$ cat src/logic/cam_search_macros.svh
`ifndef CAM_SEARCH_MACROS_SVH
`define CAM_SEARCH_MACROS_SVH

// Table and key geometry
`define CAM_KEY_W        8
`define CAM_DEPTH        16

// Result queue slots
`define CAM_QUEUE_DEPTH  4

// Word addresses above the entry window
`define CAM_ADR_KEY      16
`define CAM_ADR_RESULT   17
`define CAM_ADR_STATUS   18

`endif
$ cat src/logic/cam_search_pkg.sv
`include "cam_search_macros.svh"

package cam_search_pkg;

    typedef logic [`CAM_KEY_W-1:0]          cam_key_t;
    typedef logic [$clog2(`CAM_DEPTH)-1:0]  cam_index_t;
    typedef logic [4:0]                     wb_addr_t;
    typedef logic [31:0]                    wb_data_t;

    // Table write request
    typedef struct packed {
        cam_index_t index;
        cam_key_t   key;
    } cam_write_t;

    // One search outcome, index is zero on a miss
    typedef struct packed {
        logic       hit;
        cam_index_t index;
    } cam_result_t;

    typedef enum logic {
        bus_idle,
        bus_respond
    } bus_state_t;

endpackage

$ cat src/logic/cam_search_top.sv
`timescale 1ns/1ps

module cam_search_top import cam_search_pkg::*; (
    input  logic     clk,
    input  logic     rst_n,
    input  logic     wb_cyc,
    input  logic     wb_stb,
    input  logic     wb_we,
    input  wb_addr_t wb_adr,
    input  wb_data_t wb_dat_w,
    output wb_data_t wb_dat_r,
    output logic     wb_ack,
    output logic     wb_err
);

    cam_write_t  entry_wr;
    logic        entry_wr_valid;
    cam_key_t    search_key;
    logic        search_valid;
    cam_result_t result;
    logic        result_valid;
    logic        pop;
    cam_result_t head;
    logic        not_empty;
    logic [2:0]  count;
    logic        slot_free;

    // Bus side
    cam_bus_port i_cam_bus_port (
        .clk            (clk),
        .rst_n          (rst_n),
        .wb_cyc         (wb_cyc),
        .wb_stb         (wb_stb),
        .wb_we          (wb_we),
        .wb_adr         (wb_adr),
        .wb_dat_w       (wb_dat_w),
        .wb_dat_r       (wb_dat_r),
        .wb_ack         (wb_ack),
        .wb_err         (wb_err),
        .entry_wr       (entry_wr),
        .entry_wr_valid (entry_wr_valid),
        .search_key     (search_key),
        .search_valid   (search_valid),
        .pop            (pop),
        .head           (head),
        .not_empty      (not_empty),
        .count          (count),
        .slot_free      (slot_free)
    );

    cam_match_pipe i_cam_match_pipe (
        .clk            (clk),
        .rst_n          (rst_n),
        .entry_wr       (entry_wr),
        .entry_wr_valid (entry_wr_valid),
        .search_key     (search_key),
        .search_valid   (search_valid),
        .result         (result),
        .result_valid   (result_valid)
    );

    // Result side
    cam_result_fifo i_cam_result_fifo (
        .clk            (clk),
        .rst_n          (rst_n),
        .result         (result),
        .result_valid   (result_valid),
        .search_valid   (search_valid),
        .pop            (pop),
        .head           (head),
        .not_empty      (not_empty),
        .count          (count),
        .slot_free      (slot_free)
    );

endmodule

$ cat src/logic/cam_result_fifo.sv
`timescale 1ns/1ps
`include "cam_search_macros.svh"

module cam_result_fifo import cam_search_pkg::*; (
    input  logic        clk,
    input  logic        rst_n,
    input  cam_result_t result,
    input  logic        result_valid,
    input  logic        search_valid,
    input  logic        pop,
    output cam_result_t head,
    output logic        not_empty,
    output logic [2:0]  count,
    output logic        slot_free
);

    localparam int PTR_W = $clog2(`CAM_QUEUE_DEPTH);

    cam_result_t        slots [`CAM_QUEUE_DEPTH];
    logic [PTR_W-1:0]   wr_ptr;
    logic [PTR_W-1:0]   rd_ptr;
    // Searches holding a slot, in flight or stored
    logic [2:0]         reserved;
    logic               do_pop;

    assign do_pop    = pop && not_empty;
    assign head      = slots[rd_ptr];
    assign not_empty = count != 3'd0;
    assign slot_free = reserved < 3'(`CAM_QUEUE_DEPTH);

    always_ff @(posedge clk) begin
        if (result_valid) begin
            slots[wr_ptr] <= result;
        end
    end

    always_ff @(posedge clk or negedge rst_n) begin
        if (!rst_n) begin
            wr_ptr   <= '0;
            rd_ptr   <= '0;
            count    <= '0;
            reserved <= '0;
        end else begin
            if (result_valid) begin
                wr_ptr <= (wr_ptr == PTR_W'(`CAM_QUEUE_DEPTH - 1)) ? '0 : wr_ptr + 1'b1;
            end
            if (do_pop) begin
                rd_ptr <= (rd_ptr == PTR_W'(`CAM_QUEUE_DEPTH - 1)) ? '0 : rd_ptr + 1'b1;
            end
            count    <= count + {2'd0, result_valid} - {2'd0, do_pop};
            reserved <= reserved + {2'd0, search_valid} - {2'd0, do_pop};
        end
    end

endmodule

$ cat src/logic/cam_match_pipe.sv
`timescale 1ns/1ps
`include "cam_search_macros.svh"

module cam_match_pipe import cam_search_pkg::*; (
    input  logic        clk,
    input  logic        rst_n,
    input  cam_write_t  entry_wr,
    input  logic        entry_wr_valid,
    input  cam_key_t    search_key,
    input  logic        search_valid,
    output cam_result_t result,
    output logic        result_valid
);

    cam_key_t                entries [`CAM_DEPTH];

    // Stage one, compare
    logic [`CAM_DEPTH-1:0]   s1_hits;
    logic                    s1_valid;

    // Stage two, encode
    cam_result_t             s2_result;
    logic                    s2_valid;

    cam_result_t             encoded;

    // Entry table, cleared to all zero keys
    always_ff @(posedge clk or negedge rst_n) begin
        if (!rst_n) begin
            for (int i = 0; i < `CAM_DEPTH; i++) begin
                entries[i] <= '0;
            end
        end else if (entry_wr_valid) begin
            entries[entry_wr.index] <= entry_wr.key;
        end
    end

    always_ff @(posedge clk) begin
        for (int i = 0; i < `CAM_DEPTH; i++) begin
            s1_hits[i] <= (entries[i] == search_key);
        end
    end

    // Later hits overwrite earlier ones, so the highest index wins
    always_comb begin
        encoded = '0;
        for (int i = 0; i < `CAM_DEPTH; i++) begin
            if (s1_hits[i]) begin
                encoded.hit   = 1'b1;
                encoded.index = cam_index_t'(i);
            end
        end
    end

    always_ff @(posedge clk) begin
        s2_result <= encoded;
        result    <= s2_result;
    end

    // Valid bits walk alongside the payload
    always_ff @(posedge clk or negedge rst_n) begin
        if (!rst_n) begin
            s1_valid     <= 1'b0;
            s2_valid     <= 1'b0;
            result_valid <= 1'b0;
        end else begin
            s1_valid     <= search_valid;
            s2_valid     <= s1_valid;
            result_valid <= s2_valid;
        end
    end

endmodule

$ cat src/logic/cam_bus_port.sv
`timescale 1ns/1ps
`include "cam_search_macros.svh"

module cam_bus_port import cam_search_pkg::*; (
    input  logic        clk,
    input  logic        rst_n,
    input  logic        wb_cyc,
    input  logic        wb_stb,
    input  logic        wb_we,
    input  wb_addr_t    wb_adr,
    input  wb_data_t    wb_dat_w,
    output wb_data_t    wb_dat_r,
    output logic        wb_ack,
    output logic        wb_err,
    output cam_write_t  entry_wr,
    output logic        entry_wr_valid,
    output cam_key_t    search_key,
    output logic        search_valid,
    output logic        pop,
    input  cam_result_t head,
    input  logic        not_empty,
    input  logic [2:0]  count,
    input  logic        slot_free
);

    bus_state_t state;

    // Request captured in bus_idle
    wb_addr_t   req_adr;
    logic       req_we;
    cam_key_t   req_key;

    logic       bus_req;
    logic       answering;
    logic       is_entry;
    logic       is_key;
    logic       is_result;
    logic       is_status;
    logic       refuse;

    assign bus_req   = wb_cyc && wb_stb;
    // Answer only while the master still holds the cycle
    assign answering = (state == bus_respond) && bus_req;

    assign is_entry  = req_adr < wb_addr_t'(`CAM_DEPTH);
    assign is_key    = req_adr == wb_addr_t'(`CAM_ADR_KEY);
    assign is_result = req_adr == wb_addr_t'(`CAM_ADR_RESULT);
    assign is_status = req_adr == wb_addr_t'(`CAM_ADR_STATUS);

    // No reserved room left for another search
    assign refuse    = req_we && is_key && !slot_free;

    assign wb_ack = answering && !refuse;
    assign wb_err = answering && refuse;

    always_comb begin
        wb_dat_r = '0;
        if (state == bus_respond && !req_we) begin
            if (is_result && not_empty) begin
                wb_dat_r = {22'd0, not_empty, head.hit, 4'd0, head.index};
            end else if (is_status) begin
                wb_dat_r = {29'd0, count};
            end
        end
    end

    always_ff @(posedge clk or negedge rst_n) begin
        if (!rst_n) begin
            state <= bus_idle;
        end else begin
            case (state)
                bus_idle:    if (bus_req) state <= bus_respond;
                bus_respond: state <= bus_idle;
                default:     state <= bus_idle;
            endcase
        end
    end

    always_ff @(posedge clk) begin
        if (state == bus_idle && bus_req) begin
            req_adr <= wb_adr;
            req_we  <= wb_we;
            req_key <= wb_dat_w[`CAM_KEY_W-1:0];
        end
    end

    // Strobes fire on the answer edge
    always_ff @(posedge clk or negedge rst_n) begin
        if (!rst_n) begin
            entry_wr_valid <= 1'b0;
            search_valid   <= 1'b0;
            pop            <= 1'b0;
        end else begin
            entry_wr_valid <= answering && req_we && is_entry;
            search_valid   <= answering && req_we && is_key && slot_free;
            pop            <= answering && !req_we && is_result && not_empty;
        end
    end

    always_ff @(posedge clk) begin
        if (answering) begin
            entry_wr.index <= cam_index_t'(req_adr);
            entry_wr.key   <= req_key;
            search_key     <= req_key;
        end
    end

endmodule

$ cat config.mk
export PLATFORM = sky130hd
export DESIGN_NAME = cam_search_top
export DESIGN_NICKNAME = d
export VERILOG_FILES = /design/src/logic/cam_search_pkg.sv /design/src/logic/cam_search_top.sv /design/src/logic/cam_result_fifo.sv /design/src/logic/cam_match_pipe.sv /design/src/logic/cam_bus_port.sv
export VERILOG_INCLUDE_DIRS = /design/src /design/src/logic
export SDC_FILE = /design/constraint.sdc
export NUM_CORES = 1
export LEC_CHECK = 0
export BUFFER_PORTS_ARGS = -buffer_cell sky130_fd_sc_hd__buf_2
export CAP_MARGIN = 10
export CORE_AREA = 2 2 145 147
export CTS_CLUSTER_DIAMETER = 200
export CTS_CLUSTER_SIZE = 10
export DETAILED_ROUTE_END_ITERATION = 10
export DIE_AREA = 0 0 147 149
export GPL_TIMING_DRIVEN = 0
export HOLD_SLACK_MARGIN = 0.15
export PLACE_DENSITY = 0.68
export SYNTH_ARGS = -nofsm -noshare
export SYNTH_HDL_FRONTEND = slang
export SYNTH_HIERARCHICAL = 1
export SYNTH_SLANG_ARGS = --single-unit
$ cat constraint.sdc
create_clock -name clk -period 3.8 [get_ports clk]
set_input_delay 0 -clock clk [delete_from_list [all_inputs] [get_ports clk]]
set_output_delay 0 -clock clk [all_outputs]
set_load 0.02 [all_outputs]
==> impl_metrics.csv, run 1 <==
group,metric,value,unit
finish,drive_gt1_frac,0.313,
timing,maxSlewViolCount,0,
grt,overflow,0,
placed_design,routabilityCongestion,0.804,
die,die_area,21900,sq um
placed_design,placed_area,10400,sq um
timing,worstMarginPinSlew,818,ps
power,ir_worst_vdd,330,uV
yosys,yosysWarnings,6,
placed_design,dp.final_hpwl,13.7,mm
route,drtIter0Drc,306,
placed_design,port-buffer-count,25,
finish,layout.nets,864,
clock_network,post_cts_resized,0,
timing,finalHoldViolations,0,
clock_network,h-tree-depth,1,
die,start_util,0.476,
setup_path,slowest_stage,"clkbuf_1",
clock_network,cts_setup_buffers,0,
grt,grt_antenna_before_repair,0,
finish,areaGrowthSynthToFinish,15.6,%
route,drc_errors,0,
timing,final-setup-viol-count,0,
clock_network,clockRootBuffer,"clkbuf_16",
timing,skew,27.4,ps
finish,layout_commonest_cell,"dfrtp_1",
clock_network,hold_buffers,20,
route,dr.pass1.iters,5,
worst_hold_path,worst_hold_startpoint,"wb_dat_w[1]",
timing,rsz0062_at_grt,"no",
die,die_x,147,um
die,row_count,53,
run_status,status,"finished, final reports clean",
yosys,netlist.area_leader.share,0.371,
clock_network,clockBufferDepth,3,
finish,design_area,11300,sq um
route,wire_per_inst,18.9,um
yosys,synthArstFlopShare,0.668,
setup_path,rrSetupSlack,1530,ps
finish,insertedDiodeCount,0,
worst_hold_path,holdPathStages,2,
die,fp.coreArea,20600,sq um
clock_network,clkTransAtPathRegs,50,ps
timing,finalCritPeriodShare,0.598,
clock_network,cts.sinks,217,
timing,fin_setup_tns,0,ps
setup_path,crit_fanout,10,
route,ant_nets,0,
setup_path,crit_arrival,2680,ps
clock_network,cts_tree,"built",
yosys,synth_cell_type_count,44,
setup_path,critPathMaxStageDelay,520,ps
setup_path,startpoint_type,"flip-flop",
power,leakagePower,4.88,nW
timing,max_freq,440,MHz
clock_network,clk_latency,520,ps
yosys,synthCells,713,
setup_path,r2r_start,"i_cam_bus_port/entry_wr[4]",
yosys,synth_area_leaders,"dfrtp_1 (37%), edfxtp_1 (14%), mux2_2 (13%)",
timing,min_period,2270,ps
setup_path,critPathCaptureType,"flip-flop",
setup_path,worst-setup-path-type,"reg -> reg",
yosys,ys_ff_latch,217,
grt,grt_max_degree,74,
die,die_h,149,um
route,vias,5686,
die,io_pins,76,
grt,grt_pass1_wl,32.9,mm
setup_path,path_cells,"buf_4 > clkbuf_1 > buf_2 > xnor2_1 > nand4_1 > nor2_1",
setup_path,required,4210,ps
worst_hold_path,hold_path.class,"in -> reg",
yosys,yosys.area.top_type,"dfrtp_1",
worst_hold_path,hold_path_end,"i_cam_bus_port/req_key[1]",
clock_network,numCtsBuffers,25,
setup_path,ff2ff_path_depth,6,
flow_run,max_cap_violations,0,
yosys,avgSynthCellArea,13.7,sq um
yosys,syn_area,9780,sq um
power,powerDensity,421,nW/um^2
yosys,synth_edf_count,46,
finish,final_cell_mix,"dfrtp_1 (145), xnor2_1 (132), mux2_2 (114)",
grt,grt_pass1_vias,6088,
route,wl,20.9,mm
timing,slew_headroom,0.454,
yosys,ys.flop_type,"dfrtp_1",
route,vias_per_cell,5.15,
finish,fin_util,0.550,
yosys,ys_seq_area_frac,0.566,
grt,track_usage,0.194,
setup_path,rr_endpoint,"i_cam_match_pipe/s1_hits[4]",
registers in the layout, summed over array words and instances (netlist names), 2 cells and up:
name	cells
i_cam_bus_port/req_key	8
i_cam_result_fifo/rd_ptr	2
i_cam_bus_port/entry_wr	12
i_cam_match_pipe/entries	128
i_cam_bus_port/req_adr	5
i_cam_result_fifo/slots	20
i_cam_match_pipe/result	5
i_cam_match_pipe/s2_result	5
i_cam_match_pipe/s1_hits	16
i_cam_result_fifo/reserved	3
i_cam_result_fifo/wr_ptr	2
i_cam_result_fifo/count	3
per-stage QoR:
step,std cells,power (mW),worst slack (ps),hold slack [ps]
2_1_floorplan,738,2.59,1770,-296
3_3_place_gp,1038,2.65,721,178
3_5_place_dp,1039,2.66,1550,67.6
4_1_cts,1105,4.81,1500,173
5_1_grt,1105,4.94,1400,191
6_report,1105,4.76,1530,191
metal layers:
metal / global-route usage / share of wire / up-vias
met5: 0 / 0 / -
met4: 0.0813 / 0.035 / 0
met3: 0.0281 / 0.039 / 55
met2: 0.334 / 0.49 / 123
met1: 0.249 / 0.43 / 2913
li1: - / - / 2595
synthesized netlist by cell type (2+ instances only):
master,number
xnor2_1,132
clkbuf_1,12
nand2b_1,8
and2_1,4
nand4b_1,5
dfrtp_1,145
nor2b_1,3
mux4_2,5
nand2_1,5
buf_6,2
fa_1,2
or3_1,3
nor4_1,5
buf_4,35
inv_1,17
nand3b_1,4
a211oi_1,3
nor2_2,9
nand4_1,32
or3b_2,2
nand3_1,2
mux2_2,114
o31ai_1,2
nor2_1,27
o21ai_0,3
edfxtp_1,46
mux2_4,16
buf_2,17
dfxtp_1,26
nor3_1,5
ha_1,9
power by group:
group / internal (mW) / leakage, nW / switching (mW)
combinational: 0.0941 / 1.90 / 0.112
clock: 1.23 / 0.339 / 0.885
sequential: 2.41 / 2.65 / 0.0263
layout make-up:
class / instances / area, sq um
repair buffers: 46 / 377
fillers: 1703 / 9250
clock inverters: 2 / 13.8
clock buffers: 44 / 697
plain buffers: 66 / 415
flip-flops and latches: 217 / 5530
well taps: 275 / 344
multi-input cells: 438 / 3860
inverters: 17 / 63.8
cell families (layout without fill, tap and decap cells):
logic type / after synthesis / after routing / synth area share
compound gates: 14 / 14 / 0.0115
flops: 217 / 217 / 0.566
other cells: 1 / 26 / 0.000384
xor+xnor: 132 / 132 / 0.118
fa+ha+maj: 11 / 11 / 0.0156
buf+inv: 83 / 175 / 0.0490
simple gates: 120 / 120 / 0.0723
mux: 135 / 135 / 0.167
worst max-delay path by stage:
stage | startpoint | end | slack [ps]
finish | i_cam_bus_port/entry_wr[4] | i_cam_match_pipe/s1_hits[4] | 1530
detailed placement | i_cam_bus_port/entry_wr[4] | i_cam_match_pipe/s1_hits[11] | 1550
floorplan | i_cam_result_fifo/count[1] | i_cam_result_fifo/reserved[2] | 1770
global placement | rst_n | i_cam_match_pipe/entries[41] | 720
CTS | i_cam_bus_port/entry_wr[5] | i_cam_match_pipe/s1_hits[4] | 1500
global route | i_cam_bus_port/entry_wr[4] | i_cam_match_pipe/s1_hits[4] | 1400
critical path, delay by kind of cell (launching register included):
| kind | cells | cell delay (ps) |
|---|---|---|
| buffers and inverters | 3 | 1160 |
| and+or+nand+nor | 2 | 330 |
| xor gates and xnor gates | 1 | 160 |
| DFF | 1 | 510 |
Power figures use the tool's default switching activity.
==> run 2, diff against run 1 <==
==> constraint.sdc (replaced) <==
create_clock -name clk -period 2.2 [get_ports clk]
set_input_delay 0 -clock clk [delete_from_list [all_inputs] [get_ports clk]]
set_output_delay 0 -clock clk [all_outputs]
set_load 0.02 [all_outputs]
==> impl_metrics.csv, run 2 (synthesized netlist as in run 1, its figures left out) <==
group,metric,value,unit
run_status,status,"finished, final reports clean",
setup_path,startpoint_type,"flip-flop",
timing,slew_headroom,0.446,
timing,min_period,2110,ps
setup_path,worst-setup-path-type,"reg -> reg",
die,fp.coreArea,20600,sq um
finish,seqCellArea,5530,sq um
finish,multiInputGateArea,3880,sq um
grt,grt_pass1_wl,32.8,mm
finish,layout.nets,861,
route,wire_per_inst,18.9,um
setup_path,required,2580,ps
clock_network,clkTransAtPathRegs,60,ps
route,dr.pass1.iters,5,
power,leakagePower,4.89,nW
setup_path,critPathMaxStageDelay,450,ps
clock_network,cts.sinks,217,
worst_hold_path,hold_path.class,"in -> reg",
placed_design,port-buffer-count,25,
grt,overflow,0,
die,die_x,147,um
grt,grt_max_degree,75,
die,io_pins,76,
finish,fin_cells,1102,
timing,max_freq,474,MHz
grt,grt_antenna_before_repair,0,
route,vias_per_cell,5.16,
finish,final_cell_mix,"dfrtp_1 (144), xnor2_1 (130), mux2_2 (114)",
finish,layout_commonest_cell,"dfrtp_1",
setup_path,path_cells,"o31ai_4 > inv_1 > ha_1 > inv_1 > ha_1 > fa_2 > xnor2_2 > xnor2_1",
finish,top_register,"i_cam_match_pipe/entries",
finish,largest_register_ffs,128,
timing,setup_ws,88.3,ps
power,fin_total_pwr,8.20,mW
timing,finalCritPeriodShare,0.960,
setup_path,critPathCaptureType,"flip-flop",
setup_path,crit_fanout,4,
die,row_count,53,
power,powerDensity,726,nW/um^2
finish,largestRegisters,"i_cam_match_pipe/entries: 128 flops, i_cam_result_fifo/slots: 20 flops, i_cam_match_pipe/s1_hits: 16 flops",
timing,final-setup-viol-count,0,
timing,skew,25.9,ps
route,wl,20.9,mm
placed_design,placed_cells,1039,
power,ir_worst_vdd,570,uV
grt,track_usage,0.194,
timing,worstMarginPinSlew,830,ps
finish,areaGrowthSynthToFinish,15.6,%
clock_network,h-tree-depth,1,
die,start_util,0.476,
clock_network,clk_latency,520,ps
placed_design,routabilityCongestion,0.804,
grt,grt_pass1_vias,6116,
timing,whs,191,ps
flow_run,max_cap_violations,0,
route,vias,5684,
route,ant_nets,0,
placed_design,dp.final_hpwl,13.7,mm
timing,fin_setup_tns,0,ps
finish,design_area,11300,sq um
setup_path,slowest_stage,"dfrtp_2",
die,die_area,21900,sq um
setup_path,crit_arrival,2490,ps
route,drc_errors,0,
finish,fin_util,0.550,
placed_design,dp_slack,-49.2,ps
timing,finalHoldViolations,0,
timing,maxSlewViolCount,0,
finish,insertedDiodeCount,0,
clock_network,clockRootBuffer,"clkbuf_16",
clock_network,clockBufferDepth,3,
route,drtIter0Drc,278,
timing,rsz0062_at_grt,"no",
finish,n_fill_cell,1710,
die,die_h,149,um
placed_design,placed_area,10400,sq um
finish,drive_gt1_frac,0.322,
clock_network,numCtsBuffers,25,
clock_network,cts_tree,"built",
-- run 2: cell count changes in the layout (fill, tap and decap cells not counted), sizes merged --
cell | before | now
clkbuf | 56 | 52
buf | 81 | 82
-- run 2: final timing paths --
| path | start | end | slack, ps | cells past startpoint |
|---|---|---|---|---|
| min in group asynchronous | rst_n | i_cam_result_fifo/count[1] | 630 | 3 |
| hold / removal | wb_dat_w[1] | i_cam_bus_port/req_key[1] | 190 | 2 |
| max in group asynchronous | rst_n | i_cam_match_pipe/entries[67] | 740 | 4 |
| setup / recovery | i_cam_result_fifo/count[2] | i_cam_result_fifo/count[2] | 90 | 8 |
| hold reg to reg | i_cam_match_pipe/s2_result[4] | i_cam_match_pipe/result[4] | 330 | 0 |
| setup reg to reg | i_cam_result_fifo/count[2] | i_cam_result_fifo/count[2] | 90 | 8 |
-- run 2: worst max-delay path, delay by kind of cell (launching register included) --
kind            cells  cell delay (ps)
compound gates      1              260
xor+xnor            2              280
fa+ha+maj           3              860
buf+inv             2              140
flops               1              450
-- run 2: layer usage --
metal	up-vias	wire, um	track usage	share of wire
li1	2593	-	-	-
met3	57	823	0.0278	0.039
met2	124	10300	0.334	0.49
met5	-	0	0	0
met4	0	719	0.0817	0.034
met1	2910	9010	0.247	0.43
-- run 2: repair_timing --
item | CTS | global route
hold buffers | 19 | 0
pin swaps | 1 | 0
buffers inserted | 2 | 0
endpoints found under the hold margin | 163 | 0
gates resized for setup | 1 | 5
setup endpoints to repair | 12 | 3
-- run 2: where the power goes --
part / internal (mW) / switching, mW / leakage (nW) / total (mW)
combinational: 0.159 / 0.193 / 1.91 / 0.351
clock: 2.13 / 1.52 / 0.339 / 3.65
sequential: 4.16 / 0.0445 / 2.65 / 4.20
total: 6.45 / 1.76 / 4.89 / 8.20
-- run 2: final cells by class --
class / count / area share
clock buffers: 44 / 0.0617
flip-flops and latches: 217 / 0.489
multi-input cells: 438 / 0.344
repair buffers: 47 / 0.0322
plain buffers: 62 / 0.0356
clock inverters: 2 / 0.00122
inverters: 17 / 0.00565
well taps: 275 / 0.0304
==> run 3, diff against run 2 <==
--- a/config.mk
+++ b/config.mk
@@ -15,7 +15,8 @@
 export DIE_AREA = 0 0 147 149
 export GPL_TIMING_DRIVEN = 0
 export HOLD_SLACK_MARGIN = 0.15
-export PLACE_DENSITY = 0.68
+export PLACE_DENSITY = 0.71
+export RECOVER_POWER = 50
 export SYNTH_ARGS = -nofsm -noshare
 export SYNTH_HDL_FRONTEND = slang
 export SYNTH_HIERARCHICAL = 1
==> constraint.sdc (replaced) <==
create_clock -name clk -period 1.85 [get_ports clk]
set_input_delay 0 -clock clk [delete_from_list [all_inputs] [get_ports clk]]
set_output_delay 0 -clock clk [all_outputs]
set_load 0.02 [all_outputs]
==> impl_metrics.csv, run 3 (synthesized netlist as in run 1, its figures left out) <==
group,metric,value,unit
route,dr.pass1.iters,4,
timing,rsz0062_at_grt,"yes",
clock_network,clkTransAtPathRegs,60,ps
finish,largestRegisters,"i_cam_match_pipe/entries: 128 flops, i_cam_result_fifo/slots: 20 flops, i_cam_match_pipe/s1_hits: 16 flops",
finish,seqCellArea,5530,sq um
finish,final_cell_mix,"dfrtp_1 (144), xnor2_1 (130), mux2_2 (113)",
power,powerDensity,849,nW/um^2
clock_network,clockBufferDepth,3,
setup_path,required,2250,ps
grt,overflow,0,
worst_hold_path,hold_path.class,"in -> reg",
finish,layout.nets,878,
timing,min_period,2010,ps
setup_path,crit_family,"adder cells",
power,ir_worst_vdd,676,uV
clock_network,h-tree-depth,1,
flow_run,max_cap_violations,0,
setup_path,worst-setup-path-type,"reg -> reg",
setup_path,crit_arrival,2420,ps
route,wire_per_inst,18.3,um
placed_design,placed_area,10400,sq um
setup_path,startpoint_type,"flip-flop",
setup_path,cp.buffers_inverters,2,
grt,grt_pass1_wl,32.3,mm
clock_network,clockRootBuffer,"clkbuf_16",
finish,largest_register_ffs,128,
finish,n_fill_cell,1676,
die,die_h,149,um
die,row_count,53,
route,vias_per_cell,5.04,
placed_design,routabilityCongestion,0.793,
finish,fin_cells,1118,
die,start_util,0.476,
finish,multiInputGateArea,3980,sq um
timing,skew,10.7,ps
grt,grt_max_degree,90,
clock_network,cts.sinks,217,
finish,insertedDiodeCount,0,
timing,maxSlewViolCount,0,
route,ant_nets,0,
route,drc_errors,0,
setup_path,path_cells,"o31ai_4 > inv_2 > ha_4 > inv_2 > ha_4 > fa_2 > xnor2_2 > xnor2_1",
placed_design,port-buffer-count,25,
placed_design,dp.final_hpwl,13.0,mm
clock_network,numCtsBuffers,25,
timing,fin_setup_tns,-1100,ps
placed_design,placed_cells,1039,
route,vias,5638,
die,io_pins,76,
power,leakagePower,4.97,nW
clock_network,cts_tree,"built",
grt,track_usage,0.191,
timing,slew_headroom,0.147,
setup_path,rrSetupSlack,-160,ps
finish,areaGrowthSynthToFinish,18.0,%
timing,max_freq,496,MHz
run_status,status,"finished, violations left",
setup_path,critPathMaxStageDelay,430,ps
grt,grt_pass1_vias,5836,
timing,finalCritPeriodShare,1.09,
finish,design_area,11500,sq um
grt,grt_antenna_before_repair,0,
die,die_x,147,um
setup_path,critPathCaptureType,"flip-flop",
timing,worstMarginPinSlew,1280,ps
finish,drive_gt1_frac,0.350,
clock_network,clk_latency,520,ps
finish,top_register,"i_cam_match_pipe/entries",
setup_path,slowest_stage,"dfrtp_2",
timing,whs,199,ps
route,wl,20.4,mm
timing,finalHoldViolations,0,
timing,setup_ws,-164,ps
die,die_area,21900,sq um
finish,layout_commonest_cell,"dfrtp_1",
run_status,violations,"setup timing",
timing,final-setup-viol-count,13,
setup_path,crit_fanout,3,
route,drtIter0Drc,186,
die,fp.coreArea,20600,sq um
## run 3: power breakdown
group          internal [mW]  switching [mW]  total [mW]
clock                   2.52            1.85        4.37
sequential              4.95          0.0500        5.00
combinational          0.195           0.235       0.431
total                   7.66            2.13        9.80
## run 3: through the flow
step,setup slack [ps],util,total power [mW]
after CTS,-140,0.557,9.89
after global routing,-217,0.561,10.1
after detailed placement,-374,0.505,5.47
after global placement,-1430,0.503,5.45
after floorplan,-108,-,5.32
final,-164,0.561,9.80
## run 3: layer usage
layer | vias to the layer above | track usage | part of all wire
li1 | 2636 | - | -
met1 | 2866 | 0.254 | 0.45
met2 | 99 | 0.325 | 0.48
met3 | 37 | 0.0278 | 0.034
met4 | 0 | 0.0639 | 0.029
met5 | - | 0 | 0
## run 3: worst paths after layout
kind / depth (start not counted) / end / start
worst min register to register: 0 / i_cam_match_pipe/result[2] / i_cam_match_pipe/s2_result[2]
worst max register to register: 8 / i_cam_result_fifo/count[2] / i_cam_result_fifo/count[2]
max in group asynchronous: 3 / i_cam_match_pipe/entries[60] / rst_n
worst max-delay path: 8 / i_cam_result_fifo/count[2] / i_cam_result_fifo/count[2]
worst min-delay path: 2 / i_cam_bus_port/req_we / wb_we
min in group asynchronous: 2 / i_cam_bus_port/pop / rst_n
## run 3: area by class of cell
cell class	count	share of cell area
plain buffers	61	0.0367
repair buffers	65	0.0426
inverters	17	0.00553
clock inverters	2	0.00119
clock buffers	43	0.0601
well taps	275	0.0298
multi-input cells	438	0.345
flip-flops and latches	217	0.479
## run 3: what timing repair did
item / 4_1_cts / 5_1_grt
hold endpoints to repair: 106 / 0
setup buffers: 9 / 12
endpoints found under the setup margin: 33 / 38
resized for setup: 33 / 8
pin swaps: 8 / 8
hold buffers: 17 / 0
